## src/include/rp_analog_config.svh

```systemverilog
/* board constants for the ADC clock domain of the four-channel top level
   widths are fixed by the board, nothing here is meant to be overridden
   register offsets are byte offsets inside a 1 MiB region */
`ifndef RP_ANALOG_CONFIG_SVH
`define RP_ANALOG_CONFIG_SVH

// channels and sample widths
`define RP_ADC_CH      4             // ADC and PDM channel count
`define RP_ADC_DW      14            // raw ADC word
`define RP_PDM_DW      8             // PDM level
`define RP_PDM_RANGE   255           // PDM modulus
`define RP_EXP_W       11            // expansion bank, positive side only
`define RP_LED_W       8

// system bus
`define RP_SYS_AW      32
`define RP_SYS_DW      32
`define RP_REGION_SW   20            // offset bits inside one region
`define RP_REGION_N    8
`define RP_REGION_HK   0
`define RP_REGION_AMS  4

// housekeeping map
`define RP_HK_ID       32'h0000_0000 // read only
`define RP_HK_EXP_DIR  32'h0000_0004 // 1 = pin driven
`define RP_HK_EXP_OUT  32'h0000_0008
`define RP_HK_EXP_IN   32'h0000_000C // synchronized pin state, read only
`define RP_HK_LED      32'h0000_0010
`define RP_HK_ID_VALUE 32'h5250_0004

// AMS map, one word per channel from here
`define RP_AMS_PDM0    32'h0000_0020

`endif

```

## src/rtl/rp_adc_pkg.sv

```systemverilog
/* sample and level types of the analog path
   raw words are unsigned negative slope as they come off the converter */
`include "rp_analog_config.svh"

package rp_adc_pkg;

  ////////////////////////////////////////////////////////////////////
  // ADC samples
  ////////////////////////////////////////////////////////////////////

  // straight from the pins, no sign
  typedef logic [`RP_ADC_DW-1:0] adc_raw_t;

  // two's complement after conversion
  typedef logic signed [`RP_ADC_DW-1:0] adc_smp_t;

  ////////////////////////////////////////////////////////////////////
  // PDM outputs
  ////////////////////////////////////////////////////////////////////

  // duty level, full scale is RP_PDM_RANGE
  typedef logic [`RP_PDM_DW-1:0] pdm_lvl_t;

endpackage : rp_adc_pkg

```

## src/rtl/rp_bus_pkg.sv

```systemverilog
/* system bus types, single strobe per request and single cycle response
   no byte enables, no back-pressure, master waits for ack
   the region index selects one of RP_REGION_N address windows */
`include "rp_analog_config.svh"

package rp_bus_pkg;

  typedef logic [`RP_SYS_AW-1:0] sys_addr_t;   // byte address
  typedef logic [`RP_SYS_DW-1:0] sys_data_t;

  // which 1 MiB window, taken above the offset bits
  typedef logic [$clog2(`RP_REGION_N)-1:0] region_t;

  ////////////////////////////////////////////////////////////////////
  // master to slave
  ////////////////////////////////////////////////////////////////////

  typedef struct packed {
    sys_addr_t addr;   // full address at the top, offset only at a slave
    sys_data_t wdata;
    logic      wen;    // one cycle strobe
    logic      ren;    // one cycle strobe
  } sys_req_t;

  ////////////////////////////////////////////////////////////////////
  // slave to master
  ////////////////////////////////////////////////////////////////////

  typedef struct packed {
    sys_data_t rdata;  // valid with a read ack
    logic      ack;    // cycle after the strobe
    logic      err;    // only with ack
  } sys_rsp_t;

endpackage : rp_bus_pkg

```

## src/rtl/rp_adc_frontend.sv

```systemverilog
/* converts unsigned negative-slope ADC words to two's complement
   fixed latency of two cycles, one new word per channel per cycle */
`timescale 1ns/1ps
`include "rp_analog_config.svh"

module rp_adc_frontend (
  input  logic                                     adc_clk_01,
  input  logic                                     rst_i,
  input  rp_adc_pkg::adc_raw_t [`RP_ADC_CH-1:0]    adc_raw_i,  // as captured
  output rp_adc_pkg::adc_smp_t [`RP_ADC_CH-1:0]    adc_smp_o   // signed samples
);

  import rp_adc_pkg::*;

  adc_smp_t [`RP_ADC_CH-1:0] conv_q;  // first stage

  //////////////////////////////////////////////////////////////////////
  // stage 1: flip the slope
  //////////////////////////////////////////////////////////////////////

  // msb kept, the rest inverted, which maps
  // full negative slope to signed
  always_ff @(posedge adc_clk_01) begin
    if (rst_i) begin
      conv_q <= '0;
    end else begin
      for (int ch = 0; ch < `RP_ADC_CH; ch++) begin
        conv_q[ch] <= adc_smp_t'({adc_raw_i[ch][`RP_ADC_DW-1],
                                 ~adc_raw_i[ch][`RP_ADC_DW-2:0]});
      end
    end
  end

  //////////////////////////////////////////////////////////////////////
  // stage 2: retime
  //////////////////////////////////////////////////////////////////////

  // extra register for routing margin to the consumers
  always_ff @(posedge adc_clk_01) begin
    if (rst_i) begin
      adc_smp_o <= '0;
    end else begin
      adc_smp_o <= conv_q;  // all channels move together
    end
  end

endmodule : rp_adc_frontend

```

## src/rtl/rp_ams_regs.sv

```systemverilog
/* PDM level registers, one word per channel from RP_AMS_PDM0
   only the low RP_PDM_DW bits of a write are kept, reads zero-extend */
`timescale 1ns/1ps
`include "rp_analog_config.svh"

module rp_ams_regs (
  input  logic                                   adc_clk_01,
  input  logic                                   rst_i,
  input  rp_bus_pkg::sys_req_t                   bus_req_i,
  output rp_bus_pkg::sys_rsp_t                   bus_rsp_o,
  output rp_adc_pkg::pdm_lvl_t [`RP_ADC_CH-1:0]  pdm_lvl_o  // to modulator
);

  import rp_adc_pkg::*;
  import rp_bus_pkg::*;

  logic [`RP_ADC_CH-1:0] ch_sel;    // one hot on a hit
  logic                  addr_hit;
  sys_data_t             rd_data;
  sys_data_t             rdata_q;
  logic                  ack_q;
  logic                  err_q;

  // channel decode, 4 byte stride
  always_comb begin
    ch_sel   = '0;
    addr_hit = 1'b0;
    rd_data  = '0;
    for (int ch = 0; ch < `RP_ADC_CH; ch++) begin
      if (bus_req_i.addr == `RP_AMS_PDM0 + sys_addr_t'(4 * ch)) begin
        ch_sel[ch] = 1'b1;
        addr_hit   = 1'b1;
        rd_data    = sys_data_t'(pdm_lvl_o[ch]);
      end
    end
  end

  always_ff @(posedge adc_clk_01) begin
    if (rst_i) begin
      pdm_lvl_o <= '0;  // outputs idle low
      ack_q     <= 1'b0;
      err_q     <= 1'b0;
    end else begin
      ack_q <= bus_req_i.wen | bus_req_i.ren;
      err_q <= (bus_req_i.wen | bus_req_i.ren) & ~addr_hit;
      for (int ch = 0; ch < `RP_ADC_CH; ch++) begin
        if (bus_req_i.wen && ch_sel[ch]) pdm_lvl_o[ch] <= pdm_lvl_t'(bus_req_i.wdata);
      end
    end
  end

  always_ff @(posedge adc_clk_01) begin
    if (bus_req_i.ren) rdata_q <= rd_data;  // zero on a miss
  end

  assign bus_rsp_o = '{rdata: rdata_q, ack: ack_q, err: err_q};

endmodule : rp_ams_regs

```

## src/rtl/rp_analog_top.sv

```systemverilog
/* ADC clock domain of the four-channel board: ADC conversion, bus
   decode, housekeeping, PDM levels and modulator
   single clock adc_clk_01, rst_i synchronous active high */
`timescale 1ns/1ps
`include "rp_analog_config.svh"

module rp_analog_top (
  input  logic                                   adc_clk_01,
  input  logic                                   rst_i,
  // ADC
  input  rp_adc_pkg::adc_raw_t [`RP_ADC_CH-1:0]  adc_raw_i,
  output rp_adc_pkg::adc_smp_t [`RP_ADC_CH-1:0]  adc_smp_o,  // 2 cycles after raw
  // system bus
  input  rp_bus_pkg::sys_req_t                   sys_req_i,
  output rp_bus_pkg::sys_rsp_t                   sys_rsp_o,
  // expansion connector and LEDs
  input  logic [`RP_EXP_W-1:0]                   exp_i,
  output logic [`RP_EXP_W-1:0]                   exp_o,
  output logic [`RP_EXP_W-1:0]                   exp_oe_o,
  output logic [`RP_LED_W-1:0]                   led_o,
  // PDM outputs
  output logic [`RP_ADC_CH-1:0]                  dac_pwm_o
);

  import rp_adc_pkg::*;
  import rp_bus_pkg::*;

  sys_req_t                  hk_req;
  sys_rsp_t                  hk_rsp;
  sys_req_t                  ams_req;
  sys_rsp_t                  ams_rsp;
  pdm_lvl_t [`RP_ADC_CH-1:0] pdm_lvl;  // AMS to modulator

  //////////////////////////////////////////////////////////////////////
  // ADC path
  //////////////////////////////////////////////////////////////////////

  rp_adc_frontend i_adc (
    .adc_clk_01 (adc_clk_01),
    .rst_i      (rst_i     ),
    .adc_raw_i  (adc_raw_i ),
    .adc_smp_o  (adc_smp_o )
  );

  //////////////////////////////////////////////////////////////////////
  // system bus and register blocks
  //////////////////////////////////////////////////////////////////////

  rp_sys_bus_decoder i_bus (
    .adc_clk_01 (adc_clk_01),
    .rst_i      (rst_i     ),
    .sys_req_i  (sys_req_i ),
    .sys_rsp_o  (sys_rsp_o ),
    .hk_req_o   (hk_req    ),  // region 0
    .hk_rsp_i   (hk_rsp    ),
    .ams_req_o  (ams_req   ),  // region 4
    .ams_rsp_i  (ams_rsp   )
  );

  rp_hk_regs i_hk (
    .adc_clk_01 (adc_clk_01),
    .rst_i      (rst_i     ),
    .bus_req_i  (hk_req    ),
    .bus_rsp_o  (hk_rsp    ),
    .exp_i      (exp_i     ),
    .exp_o      (exp_o     ),
    .exp_oe_o   (exp_oe_o  ),
    .led_o      (led_o     )
  );

  rp_ams_regs i_ams (
    .adc_clk_01 (adc_clk_01),
    .rst_i      (rst_i     ),
    .bus_req_i  (ams_req   ),
    .bus_rsp_o  (ams_rsp   ),
    .pdm_lvl_o  (pdm_lvl   )
  );

  //////////////////////////////////////////////////////////////////////
  // PDM outputs
  //////////////////////////////////////////////////////////////////////

  rp_pdm_modulator i_pdm (
    .adc_clk_01 (adc_clk_01),
    .rst_i      (rst_i     ),
    .pdm_lvl_i  (pdm_lvl   ),
    .dac_pwm_o  (dac_pwm_o )
  );

endmodule : rp_analog_top

```

## src/rtl/rp_hk_regs.sv

```systemverilog
/* housekeeping registers: ID, LED and the positive expansion bank
   exp_i is asynchronous, readback goes through two flops
   ID and exp input are read only, writes to them are acked and dropped */
`timescale 1ns/1ps
`include "rp_analog_config.svh"

module rp_hk_regs (
  input  logic                  adc_clk_01,
  input  logic                  rst_i,
  input  rp_bus_pkg::sys_req_t  bus_req_i,  // offset addressed
  output rp_bus_pkg::sys_rsp_t  bus_rsp_o,
  input  logic [`RP_EXP_W-1:0]  exp_i,      // pin state
  output logic [`RP_EXP_W-1:0]  exp_o,
  output logic [`RP_EXP_W-1:0]  exp_oe_o,   // 1 = drive the pin
  output logic [`RP_LED_W-1:0]  led_o
);

  import rp_bus_pkg::*;

  logic [`RP_EXP_W-1:0] exp_meta_q;
  logic [`RP_EXP_W-1:0] exp_sync_q;
  sys_data_t            rd_data;
  sys_data_t            rdata_q;
  logic                 addr_hit;   // offset is in the map
  logic                 ack_q;
  logic                 err_q;

  // read mux, zero for anything unknown
  always_comb begin
    rd_data  = '0;
    addr_hit = 1'b1;
    case (bus_req_i.addr)
      `RP_HK_ID:      rd_data = `RP_HK_ID_VALUE;
      `RP_HK_EXP_DIR: rd_data = sys_data_t'(exp_oe_o);
      `RP_HK_EXP_OUT: rd_data = sys_data_t'(exp_o);
      `RP_HK_EXP_IN:  rd_data = sys_data_t'(exp_sync_q);
      `RP_HK_LED:     rd_data = sys_data_t'(led_o);
      default:        addr_hit = 1'b0;
    endcase
  end

  //////////////////////////////////////////////////////////////////////
  // registers and response
  //////////////////////////////////////////////////////////////////////

  always_ff @(posedge adc_clk_01) begin
    if (rst_i) begin
      exp_meta_q <= '0;
      exp_sync_q <= '0;
      exp_oe_o   <= '0;   // all pins inputs
      exp_o      <= '0;
      led_o      <= '0;
      ack_q      <= 1'b0;
      err_q      <= 1'b0;
    end else begin
      exp_meta_q <= exp_i;
      exp_sync_q <= exp_meta_q;  // two cycles behind the pin
      ack_q      <= bus_req_i.wen | bus_req_i.ren;
      err_q      <= (bus_req_i.wen | bus_req_i.ren) & ~addr_hit;
      if (bus_req_i.wen) begin
        case (bus_req_i.addr)
          `RP_HK_EXP_DIR: exp_oe_o <= bus_req_i.wdata[`RP_EXP_W-1:0];
          `RP_HK_EXP_OUT: exp_o    <= bus_req_i.wdata[`RP_EXP_W-1:0];
          `RP_HK_LED:     led_o    <= bus_req_i.wdata[`RP_LED_W-1:0];
          default: ;                 // read only or unmapped
        endcase
      end
    end
  end

  // read data captured on the strobe
  always_ff @(posedge adc_clk_01) begin
    if (bus_req_i.ren) rdata_q <= rd_data;
  end

  assign bus_rsp_o = '{rdata: rdata_q, ack: ack_q, err: err_q};

endmodule : rp_hk_regs

```

## src/rtl/rp_pdm_modulator.sv

```systemverilog
/* first-order PDM, modulus RP_PDM_RANGE, always enabled
   a constant level L gives exactly L ones in any RP_PDM_RANGE cycles */
`timescale 1ns/1ps
`include "rp_analog_config.svh"

module rp_pdm_modulator (
  input  logic                                   adc_clk_01,
  input  logic                                   rst_i,
  input  rp_adc_pkg::pdm_lvl_t [`RP_ADC_CH-1:0]  pdm_lvl_i,  // may change any cycle
  output logic [`RP_ADC_CH-1:0]                  dac_pwm_o   // to RC filters
);

  // one extra bit, acc + level stays below 2 * range
  localparam logic [`RP_PDM_DW:0] pdm_range = `RP_PDM_RANGE;

  logic [`RP_ADC_CH-1:0][`RP_PDM_DW:0] acc_q;
  logic [`RP_ADC_CH-1:0][`RP_PDM_DW:0] acc_sum;

  always_comb begin
    for (int ch = 0; ch < `RP_ADC_CH; ch++) begin
      acc_sum[ch] = acc_q[ch] + {1'b0, pdm_lvl_i[ch]};
    end
  end

  //////////////////////////////////////////////////////////////////////
  // accumulate and wrap
  //////////////////////////////////////////////////////////////////////

  // acc stays in 0 .. range-1, a wrap emits one pulse
  always_ff @(posedge adc_clk_01) begin
    if (rst_i) begin
      acc_q     <= '0;
      dac_pwm_o <= '0;
    end else begin
      for (int ch = 0; ch < `RP_ADC_CH; ch++) begin
        if (acc_sum[ch] >= pdm_range) begin
          acc_q[ch]     <= acc_sum[ch] - pdm_range;
          dac_pwm_o[ch] <= 1'b1;
        end else begin
          acc_q[ch]     <= acc_sum[ch];
          dac_pwm_o[ch] <= 1'b0;
        end
      end
    end
  end

endmodule : rp_pdm_modulator

```

## src/rtl/rp_sys_bus_decoder.sv

```systemverilog
/* splits the bus into RP_REGION_N windows of 2^RP_REGION_SW bytes
   only housekeeping and AMS are mapped, the rest answer ack with err
   one request at a time, the response is muxed by the registered region */
`timescale 1ns/1ps
`include "rp_analog_config.svh"

module rp_sys_bus_decoder (
  input  logic                  adc_clk_01,
  input  logic                  rst_i,
  input  rp_bus_pkg::sys_req_t  sys_req_i,  // from master
  output rp_bus_pkg::sys_rsp_t  sys_rsp_o,
  output rp_bus_pkg::sys_req_t  hk_req_o,   // region 0
  input  rp_bus_pkg::sys_rsp_t  hk_rsp_i,
  output rp_bus_pkg::sys_req_t  ams_req_o,  // region 4
  input  rp_bus_pkg::sys_rsp_t  ams_rsp_i
);

  import rp_bus_pkg::*;

  region_t                  region;
  region_t                  region_q;    // region of the pending request
  logic [`RP_REGION_SW-1:0] offset;
  logic                     strobe;
  logic                     hk_sel;
  logic                     ams_sel;
  logic                     stub_ack_q;  // own answer for unmapped windows

  assign region  = sys_req_i.addr[`RP_REGION_SW +: $bits(region_t)];
  assign offset  = sys_req_i.addr[`RP_REGION_SW-1:0];
  assign strobe  = sys_req_i.wen | sys_req_i.ren;
  assign hk_sel  = (region == region_t'(`RP_REGION_HK));
  assign ams_sel = (region == region_t'(`RP_REGION_AMS));

  //////////////////////////////////////////////////////////////////////
  // request fan-out
  //////////////////////////////////////////////////////////////////////

  always_comb begin
    hk_req_o      = sys_req_i;
    hk_req_o.addr = sys_addr_t'(offset);  // slaves see offset only
    hk_req_o.wen  = sys_req_i.wen & hk_sel;
    hk_req_o.ren  = sys_req_i.ren & hk_sel;

    ams_req_o      = sys_req_i;
    ams_req_o.addr = sys_addr_t'(offset);
    ams_req_o.wen  = sys_req_i.wen & ams_sel;
    ams_req_o.ren  = sys_req_i.ren & ams_sel;
  end

  always_ff @(posedge adc_clk_01) begin
    if (rst_i) begin
      region_q   <= '0;
      stub_ack_q <= 1'b0;
    end else begin
      stub_ack_q <= strobe & ~hk_sel & ~ams_sel;
      if (strobe) region_q <= region;  // held until the next request
    end
  end

  //////////////////////////////////////////////////////////////////////
  // response mux
  //////////////////////////////////////////////////////////////////////

  always_comb begin
    case (region_q)
      region_t'(`RP_REGION_HK):  sys_rsp_o = hk_rsp_i;
      region_t'(`RP_REGION_AMS): sys_rsp_o = ams_rsp_i;
      default: begin
        sys_rsp_o.rdata = '0;          // unmapped reads as zero
        sys_rsp_o.ack   = stub_ack_q;
        sys_rsp_o.err   = stub_ack_q;
      end
    endcase
  end

endmodule : rp_sys_bus_decoder

```

## config.mk

```make
export PLATFORM = sky130hd
export DESIGN_NAME = rp_analog_top
export DESIGN_NICKNAME = d
export VERILOG_FILES = /design/src/rtl/rp_adc_pkg.sv /design/src/rtl/rp_bus_pkg.sv /design/src/rtl/rp_adc_frontend.sv /design/src/rtl/rp_ams_regs.sv /design/src/rtl/rp_analog_top.sv /design/src/rtl/rp_hk_regs.sv /design/src/rtl/rp_pdm_modulator.sv /design/src/rtl/rp_sys_bus_decoder.sv
export VERILOG_INCLUDE_DIRS = /design/src /design/src/include
export SDC_FILE = /design/constraint.sdc
export NUM_CORES = 1
export LEC_CHECK = 0
export CAP_MARGIN = 20
export CORE_MARGIN = 3
export CORE_UTILIZATION = 48
export DETAILED_ROUTE_END_ITERATION = 16
export DONT_BUFFER_PORTS = 1
export GPL_TIMING_DRIVEN = 0
export HOLD_SLACK_MARGIN = 0.05
export PLACE_DENSITY = 0.63
export RECOVER_POWER = 25
export SLEW_MARGIN = 20
export SYNTH_ARGS = -nofsm -noshare
export SYNTH_HDL_FRONTEND = slang
export SYNTH_SLANG_ARGS = --single-unit
```

## constraint.sdc

```tcl
create_clock -name adc_clk_01 -period 5.4 [get_ports adc_clk_01]
set_clock_uncertainty 0.05 [all_clocks]
set_input_delay 0.27 -clock adc_clk_01 [delete_from_list [all_inputs] [get_ports adc_clk_01]]
set_output_delay 0.27 -clock adc_clk_01 [all_outputs]
set_load 0.02 [all_outputs]
```

==> qor.yml <==
ys_seq_area_share_pct: 47.10
slowest_stage: "or4_4"
setup_viol: 0
drv_cap: 0
syn_inst: 1201
drc: 0
ios: 259
slew_viol_final: 0
antenna_found_initial: 0
fp.dieW_um: 161.8
clockPowerShare_pct: 43.4
grt_pass1_vias: 8821
holdPathStages: 3
numCtsBuffers: 27
p_leak_uw: 0.005594
worstPathRequired_ns: 5.76
async_reset_ff_share_pct: 0
fin_hold_ws_ns: 0.09943
postPlaceCellArea_um2: 12100
power_density_nw_per_um2: 321.6
postCtsSetupRepairBufs: 0
yosys_warnings: 0
hold_class: "in2reg"
viasPerCell: 5.446
clkTransAtPathRegs_ns: 0.06
rsz0062_at_grt: "false"
synth.cell_area_um2: 11650
critPathCaptureType: "register"
min_from: "sys_req_i[39]"
p_sw_share_pct: 24.11
grt_first_pass_wirelength_um: 46750
worstPathBufferInverterCount: 3
start_util_pct: 49.18
design.die.area_um2: 26170
clk_latency_ns: 0.54
clk_path_buf_depth: 3
ys_ff_latch: 264
tightestPinTransition_ns: 1.009
track_usage_pct: 21.86
area_delta_synth_final_pct: 19.67
num-nets-final: 1511
root_buffer: "clkbuf_16"
setup-tns-final_ns: 0
path_class: "reg2reg"
reg2reg_slack_ns: 1.18
dr.pass1.iters: 5
slew_headroom_pct: 32.09
cts_sinks: 264
tritoncts: "yes"
crit_path_max_incr_delay_ns: 0.55
worst-r2r-cell-count: 15
rows: 56
p_seq_share_pct: 46.6
critical_path.cell_chain: "ha_1, fa_1, and3_1, o21ai_0, nand2_1, or4_4, nor3_1, ha_1, inv_1, o211a_1, or2_2, clkbuf_4, buf_2, a31oi_1, nand2_1"
r2r-start: "i_ams.pdm_lvl_o[16]$_SDFFE_PP0P_"
switchingPower_uw: 1081
crit_fanout: 10
cp.arrival_ns: 4.58
fmax_mhz: 236.8
port_buffers: 0
drive_above_1_share_pct: 9.239
min_period_ns: 4.223
dpl.hpwl_um: 20720
hold_viol_final: 0
drt_iter0_markers: 564
layout_commonest_cell: "dfxtp_1"
synth_edf_count: 20
ctsResizeCount: 0
final_cell_mix: "dfxtp_1 (244), nor2_1 (164), nor2b_1 (101)"
finalCritPeriodShare_pct: 78.20
hold_path_end: "i_hk.rdata_q[2]$_DFFE_PP_"
ant_nets: 0
design.core.area_um2: 23680
routedWlPerCell_um: 17.83
share_comb_of_total_power_pct: 9.9
via_count: 9105
num_antenna_cells: 0
timing.rr.end: "i_pdm.acc_q[21]$_SDFF_PP0_"
irDropWorstVdd_v: 0.0002879
ys.flop_type: "dfxtp_1"
grt_max_degree: 15
cts_max_level: 1
fillers: 2101
die_h_um: 161.8
path_delay_family: "simple AND/OR/NAND/NOR gates"
ctsHoldBuffers: 87
design_area_um2: 13940
total_power_uw: 4483
yosysUniqueCellTypes: 88
outcome: "finished clean"
grt_overflow: 0
synth_area_per_cell_um2: 9.697
p_int_uw: 3402
wl_um: 29820
critPathLaunchType: "register"
place.gp.congestion: 0.8742
through the flow:
stage               utilization (%)  cells  setup slack, ns
floorplan                         -   1216            1.708
global placement              51.10   1535            1.310
detailed placement            51.10   1535            1.278
CTS                           58.85   1672            1.233
global route                  58.85   1672           0.9034
finish                        58.85   1672            1.177
cell type report:
class | count | area, µm² | share of cell area, %
inverters | 14 | 52.55 | 0.3771
plain buffers | 79 | 432.9 | 3.106
well taps | 319 | 399.1 | 2.864
clock inverters | 8 | 90.09 | 0.6464
flip-flops and latches | 264 | 5485 | 39.36
multi-input cells | 859 | 5731 | 41.12
clock buffers | 42 | 875.8 | 6.284
repair buffers | 87 | 870.8 | 6.248
worst register-to-register path, stage by stage (launching register included):
cell	delay, ns
dfxtp_1	0.35
ha_1	0.27
fa_1	0.51
and3_1	0.21
o21ai_0	0.38
nand2_1	0.14
or4_4	0.55
nor3_1	0.25
ha_1	0.22
inv_1	0.05
o211a_1	0.16
or2_2	0.31
clkbuf_4	0.17
buf_2	0.19
a31oi_1	0.20
nand2_1	0.09
how the worst max path moves through the flow:
stage,start,endpoint,slack (ns),cells after the start
after floorplan,i_ams.pdm_lvl_o[16]$_SDFFE_PP0P_,i_pdm.acc_q[19]$_SDFF_PP0_,1.71,15
after global placement,i_ams.pdm_lvl_o[16]$_SDFFE_PP0P_,i_pdm.acc_q[21]$_SDFF_PP0_,1.31,15
after detailed placement,i_ams.pdm_lvl_o[16]$_SDFFE_PP0P_,i_pdm.acc_q[21]$_SDFF_PP0_,1.28,15
after CTS,i_ams.pdm_lvl_o[16]$_SDFFE_PP0P_,i_pdm.acc_q[19]$_SDFF_PP0_,1.23,15
after global routing,i_ams.pdm_lvl_o[16]$_SDFFE_PP0P_,i_pdm.acc_q[21]$_SDFF_PP0_,0.90,15
final,i_ams.pdm_lvl_o[16]$_SDFFE_PP0P_,i_pdm.acc_q[21]$_SDFF_PP0_,1.18,15
power groups by stage:
stage / clock network (µW) / logic, µW / registers (µW)
after global placement: 0 / 371 / 2130
final: 1950 / 445 / 2090
after detailed placement: 0 / 377 / 2130
after floorplan: 0 / 307 / 2120
after global routing: 2060 / 487 / 2100
after CTS: 1970 / 438 / 2090
registers in the layout, indices dropped and copies added (netlist names), 8 cells and up:
register / flops
i_hk.rdata_q: 12
i_hk.exp_sync_q: 11
i_hk.exp_o: 11
i_hk.led_o: 8
i_pdm.acc_q: 36
i_hk.exp_meta_q: 11
i_ams.rdata_q: 8
i_ams.pdm_lvl_o: 32
i_hk.exp_oe_o: 11
i_adc.adc_smp_o: 56
i_adc.conv_q: 56
logic make-up (layout without fill, tap and decap cells):
| family | count (synthesis) | in the layout | share of synthesized area, % |
|---|---|---|---|
| simple gates | 517 | 517 | 23.42 |
| flops | 264 | 264 | 47.10 |
| compound gates | 178 | 178 | 10.64 |
| buf+inv | 93 | 230 | 4.179 |
| mux | 88 | 88 | 8.444 |
| fa+ha+maj | 44 | 44 | 4.985 |
| xor+xnor | 16 | 16 | 1.203 |
| other cells | 1 | 16 | 0.03220 |
Yosys cell counts, types with 21 or more instances:
| cell | n | area share [%] |
|---|---|---|
| a21oi_1 | 56 | 2.4 |
| mux2i_1 | 78 | 6.7 |
| buf_4 | 24 | 1.5 |
| clkbuf_1 | 36 | 1.2 |
| nor2b_1 | 101 | 5.4 |
| o21ai_0 | 21 | 0.90 |
| nor2_1 | 164 | 5.3 |
| nand3_1 | 33 | 1.4 |
| ha_1 | 40 | 4.3 |
| nand2_1 | 69 | 2.2 |
| dfxtp_1 | 244 | 42 |
| nor3_1 | 27 | 1.2 |
layer usage:
metal  vias up  global-route usage (%)  routed length, µm
met1      4233                   28.88              13010
li1       4476                       -                  -
met5         -                       0                  0
met2       339                   35.75              13650
met3        57                   5.381               2377
met4         0                   6.398                780
(Power assumes the default switching activity.)
